[config.mk]
export PLATFORM = sky130hd
export DESIGN_NAME = execUnit
export DESIGN_NICKNAME = d
export VERILOG_FILES = /design/src/design/coreCtrlPkg.sv /design/src/design/rvIsaPkg.sv /design/src/design/execUnit.sv
export VERILOG_INCLUDE_DIRS = /design/src /design/src/design
export SDC_FILE = /design/constraint.sdc
export NUM_CORES = 1
export LEC_CHECK = 0
export BUFFER_PORTS_ARGS = -buffer_cell sky130_fd_sc_hd__buf_2
export CORE_AREA = 4 4 132 134
export DETAILED_ROUTE_END_ITERATION = 10
export DIE_AREA = 0 0 136 138
export PLACE_DENSITY = 0.88
export SLEW_MARGIN = 30
export SYNTH_ARGS = -nofsm -noshare
export SYNTH_HDL_FRONTEND = slang
export SYNTH_SLANG_ARGS = --single-unit
export TNS_END_PERCENT = 10
[constraint.sdc]
create_clock -name clk -period 13.3 [get_ports clk]
set_clock_uncertainty 0.1 [all_clocks]
set_input_delay 2.66 -clock clk [delete_from_list [all_inputs] [get_ports clk]]
set_output_delay 2.66 -clock clk [all_outputs]
set_load 0.01 [all_outputs]
[src/design/core_cfg.svh]
`ifndef CORE_CFG_SVH
`define CORE_CFG_SVH

`define DATA_WIDTH 32 // data word and address width
`define IMEM_WORDS 64 // instruction memory depth
`define DMEM_WORDS 64 // data memory depth
`define IMEM_AW 6 // instruction memory word address bits
`define DMEM_AW 6 // data memory word address bits

`endif
[src/design/coreCtrlPkg.sv]
`default_nettype none

`include "core_cfg.svh"

package coreCtrlPkg;

	typedef enum logic [3:0]
	{
		FETCH,
		DECODE,
		EXECUTE,
		REGWRITE, // alu result to rd
		MEMREADREGWRITE, // load
		MEMWRITE, // store
		PCSELECTWRITE, // branch
		PCWRITE // jal, jalr
	} stateT;

	typedef struct packed
	{
		logic [`DATA_WIDTH-1:0] aluOut;
		logic [`DATA_WIDTH-1:0] storeData; // rs2 value
		logic branchTaken;
	} execResultT;

	// one record per retired instruction
	typedef struct packed
	{
		logic [`DATA_WIDTH-1:0] pc;
		logic regWriteEnable;
		logic [4:0] rd;
		logic [`DATA_WIDTH-1:0] regWriteData;
		logic memWriteEnable;
		logic [`DATA_WIDTH-1:0] memAddr;
		logic [3:0] memByteEnable;
		logic [`DATA_WIDTH-1:0] memWriteData;
	} retireT;

endpackage

`default_nettype wire

[src/design/rvIsaPkg.sv]
`default_nettype none

`include "core_cfg.svh"

package rvIsaPkg;

	typedef enum logic [6:0]
	{
		OP = 7'b0110011,
		OPIMM = 7'b0010011,
		LOAD = 7'b0000011,
		STORE = 7'b0100011,
		BRANCH = 7'b1100011,
		JAL = 7'b1101111,
		JALR = 7'b1100111
	} opcodeT;

	// func3 of loads and stores
	typedef enum logic [2:0]
	{
		BYTE = 3'b000,
		HALF = 3'b001,
		WORD = 3'b010,
		BYTEU = 3'b100,
		HALFU = 3'b101
	} memSizeT;

	// func3 of branches
	typedef enum logic [2:0]
	{
		BEQ = 3'b000,
		BNE = 3'b001,
		BLT = 3'b100,
		BGE = 3'b101
	} branchT;

	// func3 of register and immediate alu instructions
	typedef enum logic [2:0]
	{
		F3ADDSUB = 3'b000,
		F3SLT = 3'b010,
		F3XOR = 3'b100,
		F3OR = 3'b110,
		F3AND = 3'b111
	} aluFunc3T;

	typedef enum logic [2:0] {ADD, SUB, AND, OR, XOR, SLT} aluOpT;

	typedef struct packed
	{
		opcodeT opcode;
		logic [2:0] func3;
		aluOpT aluOp;
		logic [4:0] rd;
		logic [4:0] rs1;
		logic [4:0] rs2;
		logic [`DATA_WIDTH-1:0] imm; // sign extended per format
		logic useImm; // operand b is imm instead of rs2
		logic [`DATA_WIDTH-1:0] instrPc;
	} decodedT;

endpackage

`default_nettype wire

[src/design/execUnit.sv]
`timescale 1ns/1ps
`default_nettype none

`include "core_cfg.svh"

module execUnit (
	input wire logic clk,
	input coreCtrlPkg::stateT state,
	input rvIsaPkg::decodedT decoded,
	input wire logic [`DATA_WIDTH-1:0] rs1Data,
	input wire logic [`DATA_WIDTH-1:0] rs2Data,
	output coreCtrlPkg::execResultT result
);

	logic [`DATA_WIDTH-1:0] operandB;
	logic [`DATA_WIDTH-1:0] aluOut;
	logic branchCond;

	assign operandB = decoded.useImm ? decoded.imm : rs2Data;

	// loads, stores and jalr decode to ADD, which gives rs1 + imm
	always_comb
	begin
		case (decoded.aluOp)
			rvIsaPkg::ADD: aluOut = rs1Data + operandB;
			rvIsaPkg::SUB: aluOut = rs1Data - operandB;
			rvIsaPkg::AND: aluOut = rs1Data & operandB;
			rvIsaPkg::OR: aluOut = rs1Data | operandB;
			rvIsaPkg::XOR: aluOut = rs1Data ^ operandB;
			rvIsaPkg::SLT: aluOut = {{(`DATA_WIDTH-1){1'b0}},
				$signed(rs1Data) < $signed(operandB)};
			default: aluOut = rs1Data + operandB;
		endcase
	end

	always_comb
	begin
		case (rvIsaPkg::branchT'(decoded.func3))
			rvIsaPkg::BEQ: branchCond = (rs1Data == rs2Data);
			rvIsaPkg::BNE: branchCond = (rs1Data != rs2Data);
			rvIsaPkg::BLT: branchCond = ($signed(rs1Data) < $signed(rs2Data));
			rvIsaPkg::BGE: branchCond = ($signed(rs1Data) >= $signed(rs2Data));
			default: branchCond = 1'b0;
		endcase
	end

	always_ff @(posedge clk)
	begin
		if (state == coreCtrlPkg::EXECUTE)
		begin
			result.aluOut <= aluOut;
			result.storeData <= rs2Data;
			result.branchTaken <= branchCond && (decoded.opcode == rvIsaPkg::BRANCH);
		end
	end

endmodule

`default_nettype wire

==> results_dict.tcl, run 1 <==
set metrics [dict create \
    end_kind "flop" \
    dpl_cell_area_um2 9780 \
    grt_pass1_wl_um 44000 \
    synth_flop_cell "edfxtp_1" \
    finalSetupViolCount 0 \
    fin_crit_ns 6.67 \
    fillers 1516 \
    crit_start "decoded[32]" \
    place_hpwl_um 20800 \
    grt_max_degree 89 \
    antenna_found_initial 0 \
    finalWorstSetupSlack_ns 6.63 \
    routed_via_density 6.12 \
    seqPwrFrac_pct 27.7 \
    grt-ovfl-total 0 \
    layout_common_cells "178 x buf_2, 134 x inv_1, 128 x ha_1" \
    fin_util_pct 61.8 \
    cellInternalPower_mw 0.529 \
    cpPeakStageDelay_ns 0.53 \
    maxCapViolations 0 \
    avgSynthCellArea_um2 7.76 \
    yosysWarnings 0 \
    worstPathArrival_ns 6.68 \
    min_period_over_period_pct 50.2 \
    p_per_area_nw_per_um2 86.0 \
    finalSetupTns_ns 0 \
    cts_hold_buf 0 \
    detail-route-antenna-nets 0 \
    htree_levels 3 \
    cts_buffer_depth 2 \
    cts_tree "done" \
    power.net_switching_mw 0.338 \
    drv_slew 0 \
    antenna_cells 0 \
    numCtsBuffers 9 \
    drc 0 \
    drive_gt1_share_pct 17.8 \
    numPortBuffers 179 \
    use_met1_pct 39.1 \
    worst_path_max_delay_cell "buf_4" \
    setup.worst_path.class "in2reg" \
    dieHeight_um 138 \
    fp.dieW_um 136 \
    coreArea_um2 16300 \
    design_area_um2 10100 \
    cp.required_ns 13.31 \
    leakagePower_nw 4.71 \
    post_drt_wl_per_cell_um 18.8 \
    use_met3_pct 4.98 \
    crit_end "result[59]" \
    p_total_mw 0.866 \
    cp_cell_sequence "buf_2 > buf_4 > mux2i_1 > inv_1 > ha_1 > fa_1 > nor2_1 > o221ai_1 > a211oi_1 > a41oi_2 > a21oi_1 > a21oi_1 > o21ai_0 > o221ai_1 > a21o_1" \
    drt-initial-drc-count 929 \
    max_freq_mhz 150 \
    largest_reg_flops 65 \
    area_growth_pct 14.5 \
    syn-num-nets 1426 \
    synth_seq_cells 65 \
    cts_root_buffer "clkbuf_16" \
    path_clk_slew_ns 0.06 \
    syn-instance-count 1134 \
    top_regs "result: 65 flops" \
    io_pins 227 \
    yosysSeqAreaShare_pct 22.2 \
    hold_violations 0 \
    grtUsageMet2_pct 48.3 \
    clock-sinks 65 \
    start_util_pct 54.0 \
    regMostFlops "result" \
    first_pass_iters 6 \
    worst_setup_path_start_kind "primary input" \
    p_comb_share_pct 45.2 \
    num_vias 9150 \
    switching_share_pct 39.0 \
    grt_busiest_layer "met2" \
    syn_area_um2 8800 \
    track_usage_pct 29.1 \
    power.share.clock_pct 27.1 \
    nets 1562 \
    hp-class "in2reg" \
    synthArstFlopShare_pct 0 \
    synth_edf_count 65 \
    grt_pass1_vias 8579 \
    fp-row-count 47 \
    worst_pin_slew_ns 0.933 \
    outcome "complete, no violations" \
    slew_headroom_pct 37.8 \
    irDropWorstVdd_uv 60.7 \
    cts_resized 0 \
    postCtsSetupRepairBufs 0 \
    layout_commonest_cell "buf_2" \
    synth.distinct_cells 75 \
    wl_um 28100 \
    dieArea_um2 18800 \
    place_congestion 0.976 \
    rsz0062_at_grt "false" \
    path_max_fanout 63 \
    post-place-ws_ns 6.42 \
]
==> worst max-delay path, delay by kind of cell <==
kind            cells  cell delay, ns
simple gates        1            0.14
fa+ha+maj           2            0.69
mux                 1            0.32
buf+inv             3            0.70
compound gates      8            2.15
==> cell type report <==
class	count	area [um^2]	share of cell area, %
multi-input cells	871	6100	60.5
clock buffers	11	233	2.31
well taps	220	275	2.73
flip-flops and latches	65	1950	19.4
inverters	136	510	5.07
repair buffers	187	958	9.52
clock inverters	4	45.0	0.447
==> cell usage after synthesis (4+ instances only) <==
cell	number	area (um^2)
nand3_1	18	90.1
o221ai_1	12	105
nor4_1	7	43.8
ha_1	128	1600
o21ai_0	55	275
nor3_1	16	80.1
a221o_1	8	80.1
a22oi_1	13	97.6
or2_2	4	25.0
a21oi_1	126	631
buf_1	10	37.5
nor2_1	96	360
xor2_1	4	35.0
mux2i_1	5	50.1
nand2_1	103	387
o22ai_1	18	113
a31oi_1	12	75.1
a21o_1	25	188
buf_4	7	52.6
a31o_2	4	35.0
a211oi_1	11	82.6
o21a_1	38	285
inv_1	134	503
nor2b_1	11	68.8
xnor2_1	20	175
nand4_1	10	62.6
buf_2	9	45.0
a2111oi_0	7	61.3
clkbuf_1	36	135
o21bai_1	15	113
edfxtp_1	65	1950
nand2b_1	8	50.1
o31ai_1	14	105
o211ai_1	14	105
a221oi_1	4	35.0
==> per-layer routing <==
metal	up-vias	wire, um	share of wire [%]
li1	4377	-	-
met1	4258	11800	42
met2	468	13100	47
met3	47	2550	9.1
met4	0	560	2.0
met5	-	0	0
==> per-stage QoR <==
| step | hold slack [ns] | std cells |
|---|---|---|
| 6_report | 2.40 | 1494 |
| 5_1_grt | 2.40 | 1494 |
| 4_1_cts | 2.39 | 1494 |
| 3_5_place_dp | 2.75 | 1479 |
| 3_3_place_gp | 2.75 | 1479 |
| 2_1_floorplan | 2.66 | 1134 |
==> worst min-delay path by stage <==
stage / start / end / slack, ns / cells after the start
2_1_floorplan: rs2Data[9] / result[10] / 2.66 / 0
3_3_place_gp: rs2Data[24] / result[25] / 2.75 / 1
3_5_place_dp: rs2Data[25] / result[26] / 2.75 / 1
4_1_cts: rs2Data[20] / result[21] / 2.39 / 1
5_1_grt: rs2Data[20] / result[21] / 2.40 / 1
6_report: rs2Data[25] / result[26] / 2.40 / 1
==> logic make-up (layout without fill, tap and decap cells) <==
family                     Yosys count  count (layout)  synth area share [%]
muxes                                5               5                 0.569
adders and majority gates          130             130                  18.7
and+or+nand+nor                    288             288                  14.5
AOI/OAI and AO/OA                  424             424                  32.8
buffers and inverters              198             338                  8.87
xor gates and xnor gates            24              24                  2.39
DFF                                 65              65                  22.2
==> power groups by stage <==
| stage | logic (mW) | clock network (mW) | registers [mW] |
|---|---|---|---|
| 6_report | 0.391 | 0.235 | 0.240 |
| 3_5_place_dp | 0.380 | 0 | 0.244 |
| 2_1_floorplan | 0.271 | 0 | 0.249 |
| 4_1_cts | 0.383 | 0.239 | 0.240 |
| 3_3_place_gp | 0.372 | 0 | 0.244 |
| 5_1_grt | 0.429 | 0.247 | 0.240 |
No activity file was read; power rests on OpenSTA's default activity.
==> run 2, diff against run 1 <==
--- a/config.mk
+++ b/config.mk
@@ -6,11 +6,12 @@
 export SDC_FILE = /design/constraint.sdc
 export NUM_CORES = 1
 export LEC_CHECK = 0
+export ABC_AREA = 1
 export BUFFER_PORTS_ARGS = -buffer_cell sky130_fd_sc_hd__buf_2
-export CORE_AREA = 4 4 132 134
+export CORE_AREA = 4 4 140 142
 export DETAILED_ROUTE_END_ITERATION = 10
-export DIE_AREA = 0 0 136 138
-export PLACE_DENSITY = 0.88
+export DIE_AREA = 0 0 144 146
+export PLACE_DENSITY = 0.84
 export SLEW_MARGIN = 30
 export SYNTH_ARGS = -nofsm -noshare
 export SYNTH_HDL_FRONTEND = slang
==> constraint.sdc (replaced) <==
create_clock -name clk -period 6.1 [get_ports clk]
set_clock_uncertainty 0.1 [all_clocks]
set_input_delay 1.22 -clock clk [delete_from_list [all_inputs] [get_ports clk]]
set_output_delay 1.22 -clock clk [all_outputs]
set_load 0.01 [all_outputs]
==> results_dict.tcl, run 2 <==
set metrics [dict create \
    clock-sinks 65 \
    grt_pass1_wl_um 47900 \
    cp.required_ns 6.02 \
    synth_seq_cells 65 \
    synth_flop_cell "edfxtp_1" \
    post_drt_wl_per_cell_um 17.7 \
    cp_cell_sequence "buf_2 > o21ai_0 > inv_1 > ha_1 > inv_1 > fa_1 > o21ai_0 > nand2_1 > nand3_2 > a21oi_1 > o21ai_0 > o2111ai_1" \
    grt_max_degree 66 \
    fin_crit_ns 4.47 \
    first_pass_iters 6 \
    largest_reg_flops 65 \
    p_per_area_nw_per_um2 189 \
    rsz0062_at_grt "false" \
    htree_levels 3 \
    io_pins 227 \
    fp-row-count 50 \
    dieHeight_um 146 \
    dieArea_um2 21000 \
    place_hpwl_um 25300 \
    synth.distinct_cells 45 \
    yosysSeqAreaShare_pct 21.7 \
    cpPeakStageDelay_ns 0.62 \
    drt-initial-drc-count 1089 \
    synth_top_area_cell "edfxtp_1" \
    fin_cells 1746 \
    finalWorstSetupSlack_ns 1.63 \
    syn_area_um2 9000 \
    finalSetupViolCount 0 \
    path_buf_inv 3 \
    worst_pin_slew_ns 0.959 \
    top_regs "result: 65 flops" \
    cts_hold_buf 0 \
    yosysWarnings 0 \
    cts_root_buffer "clkbuf_16" \
    dpl_cell_area_um2 10000 \
    design_area_um2 10300 \
    coreArea_um2 18500 \
    post-place-ws_ns 1.35 \
    slew_headroom_pct 36.0 \
    cp_top_family "compound AO/OA/AOI/OAI gates" \
    synth_most_common_cell "nand2_1" \
    routed_via_density 5.63 \
    layout_common_cells "262 x nand2_1, 248 x inv_1, 179 x buf_2" \
    end_kind "flop" \
    track_usage_pct 29.1 \
    worst_setup_path_start_kind "primary input" \
    cts_resized 0 \
    start_util_pct 48.8 \
    max_freq_mhz 224 \
    numPortBuffers 179 \
    nets 1799 \
    placed_cells 1730 \
    hp-class "in2reg" \
    antenna_cells 0 \
    hold_ws_ns 0.970 \
    worstPathArrival_ns 4.39 \
    place_congestion 1.05 \
    drive_gt1_share_pct 17.0 \
    syn-num-nets 1644 \
    grt-ovfl-total 0 \
    maxCapViolations 0 \
    path_clk_slew_ns 0.06 \
    path_max_fanout 57 \
    antenna_found_initial 0 \
    drv_slew 0 \
    leakagePower_nw 5.26 \
    layout_commonest_cell "nand2_1" \
    cts_buffer_depth 2 \
    num_vias 9836 \
    yosys-top-cells-area "edfxtp_1 22%, ha_1 18%, nand2_1 11%" \
    hold_violations 0 \
    crit_top_cell "o21ai_0" \
    synth_edf_count 65 \
    grt_pass1_vias 9113 \
    setup.worst_path.class "in2reg" \
    worst_path_max_delay_cell "buf_2" \
    drc 0 \
    finalSetupTns_ns 0 \
    syn-instance-count 1352 \
    min_period_over_period_pct 73.2 \
    ys_top_cells_by_count "262 x nand2_1, 248 x inv_1, 129 x nor2_1" \
    outcome "complete, no violations" \
    regMostFlops "result" \
    area_growth_pct 14.7 \
    wl_um 30900 \
    synth_top_area_share_pct 21.7 \
    detail-route-antenna-nets 0 \
    irDropWorstVdd_uv 146 \
    postCtsSetupRepairBufs 0 \
    cts_tree "done" \
    avgSynthCellArea_um2 6.66 \
    fin_util_pct 56.0 \
    synthArstFlopShare_pct 0 \
    numCtsBuffers 9 \
    p_total_mw 1.95 \
    fp.dieW_um 144 \
]
==> run 2: area by class of cell <==
| type | count | area, um^2 |
|---|---|---|
| sequential | 65 | 1950 |
| tap | 234 | 293 |
| clock buffer | 10 | 229 |
| clock inverter | 6 | 82.6 |
| fill | 1790 | 8130 |
| multi-input combinational | 988 | 5860 |
| timing repair buffer | 184 | 933 |
| inverter | 259 | 977 |
==> run 2: path summary, 6_finish.rpt <==
| path | from | endpoint | slack, ns | depth (start not counted) |
|---|---|---|---|---|
| worst min-delay path | rs2Data[4] | result[5] | 0.97 | 1 |
| worst max-delay path | decoded[32] | result[45] | 1.63 | 12 |
==> run 2: per-layer routing <==
metal  vias up  wire length [um]  track usage, %  share of wire [%]
li1       4749                 -               -                  -
met1      4529             13600            42.9                 44
met2       501             13200            43.1                 43
met3        57              3330            5.32                 11
met4         0               725            8.47                2.3
met5         -                 0               0                  0
==> run 2: logic make-up after synthesis <==
logic type / Yosys count / synth area share [%]
buffers and inverters: 299 / 13.4
AOI/OAI and AO/OA: 285 / 18.5
xor gates and xnor gates: 16 / 1.56
adders and majority gates: 130 / 18.2
DFF: 65 / 21.7
and+or+nand+nor: 557 / 26.6
==> run 2: where the power goes <==
group / switching (mW) / total [mW] / internal [mW]
registers: 0.00320 / 0.523 / 0.520
logic: 0.589 / 0.860 / 0.271
clock network: 0.216 / 0.571 / 0.355
==> run 3, diff against run 2 <==
==> constraint.sdc (replaced) <==
create_clock -name clk -period 4 [get_ports clk]
set_clock_uncertainty 0.1 [all_clocks]
set_input_delay 0.8 -clock clk [delete_from_list [all_inputs] [get_ports clk]]
set_output_delay 0.8 -clock clk [all_outputs]
set_load 0.01 [all_outputs]
==> results_dict.tcl, run 3 (synthesis results as in run 2) <==
set metrics [dict create \
    outcome "complete, no violations" \
    coreArea_um2 18500 \
    dieArea_um2 21000 \
    clock-sinks 65 \
    top_regs "result: 65 flops" \
    worstPathArrival_ns 3.48 \
    cts_tree "done" \
    p_per_area_nw_per_um2 281 \
    drt-initial-drc-count 1097 \
    setup.worst_path.class "in2reg" \
    drv_slew 0 \
    path_buf_inv 3 \
    grt_pass1_vias 9242 \
    min_period_over_period_pct 87.1 \
    cts_resized 0 \
    fp-row-count 50 \
    cts_hold_buf 0 \
    cts_buffer_depth 2 \
    start_util_pct 48.8 \
    detail-route-antenna-nets 0 \
    max_freq_mhz 287 \
    largest_reg_flops 65 \
    fin_crit_ns 3.48 \
    path_max_fanout 62 \
    drc 0 \
    leakagePower_nw 5.36 \
    grt-ovfl-total 0 \
    cp_top_family "compound AO/OA/AOI/OAI gates" \
    finalSetupTns_ns 0 \
    rsz0062_at_grt "false" \
    slew_headroom_pct 37.3 \
    cp.required_ns 3.99 \
    finalSetupViolCount 0 \
    area_growth_pct 16.4 \
    track_usage_pct 29.3 \
    cp_cell_sequence "buf_2 > buf_12 > o21ai_0 > ha_1 > inv_1 > a21oi_1 > o21ai_0 > a21oi_1 > nor2_1 > nor2_1 > nand3_1 > nand4_1 > nand3_1" \
    fp.dieW_um 144 \
    multi_input_area_um2 5860 \
    worst_pin_slew_ns 0.940 \
    grt_max_degree 66 \
    fillers 1761 \
    htree_levels 3 \
    first_pass_iters 6 \
    layout_commonest_cell "nand2_1" \
    cpPeakStageDelay_ns 0.52 \
    maxCapViolations 0 \
    post_drt_wl_per_cell_um 17.6 \
    cts_root_buffer "clkbuf_16" \
    routed_via_density 5.50 \
    wl_um 31100 \
    nets 1821 \
    end_kind "flop" \
    fin_util_pct 56.8 \
    seq_area_um2 1950 \
    layout_common_cells "262 x nand2_1, 248 x inv_1, 179 x buf_2" \
    numCtsBuffers 9 \
    postCtsSetupRepairBufs 0 \
    hold_violations 0 \
    dieHeight_um 146 \
    worst_path_max_delay_cell "o21ai_0" \
    irDropWorstVdd_uv 217 \
    place_hpwl_um 26000 \
    worst_setup_path_start_kind "primary input" \
    numPortBuffers 179 \
    antenna_found_initial 1 \
    path_clk_slew_ns 0.06 \
    antenna_cells 0 \
    num_vias 9725 \
    place_congestion 1.01 \
    hp-class "in2reg" \
    io_pins 227 \
    grt_pass1_wl_um 48400 \
    regMostFlops "result" \
    drive_gt1_share_pct 18.3 \
]
-- run 3: layout make-up --
type | count | area share (%)
sequential | 65 | 18.6
timing repair buffer | 206 | 10.6
inverter | 259 | 9.32
multi-input combinational | 988 | 55.9
clock buffer | 10 | 2.18
tap | 234 | 2.79
clock inverter | 6 | 0.561
-- run 3: metrics by stage --
step	cells	setup WS, ns	power (mW)	hold slack (ns)	cell area (um^2)
after floorplan	1352	0.485	1.68	0.799	9020
after global placement	1752	0.317	2.08	0.903	10200
after detailed placement	1752	0.232	2.10	0.904	10200
after CTS	1768	0.602	2.91	0.535	10500
after global routing	1768	0.281	3.12	0.551	10500
final	1768	0.516	2.94	0.546	10500
-- run 3: where the power goes --
| part | total (mW) | leakage, nW | internal (mW) | switching (mW) |
|---|---|---|---|---|
| Combinational | 1.34 | 4.65 | 0.440 | 0.896 |
| Clock | 0.810 | 0.136 | 0.479 | 0.331 |
| Sequential | 0.799 | 0.580 | 0.793 | 0.00516 |
| Total | 2.94 | 5.36 | 1.71 | 1.23 |
-- run 3: path summary, 6_finish.rpt --
check | start | endpoint | slack (ns) | cells after the start
min | rs2Data[21] | result[22] | 0.55 | 1
max | decoded[32] | result[33] | 0.52 | 13
-- run 3: per-layer routing --
layer	routed length, um	GRT usage (%)	vias up	share of wire, %
met2	13400	43.7	468	43
met4	728	8.52	2	2.3
met5	13	0	-	0.042
met1	13900	42.7	4430	45
li1	-	-	4777	-
met3	3080	6.18	48	9.9
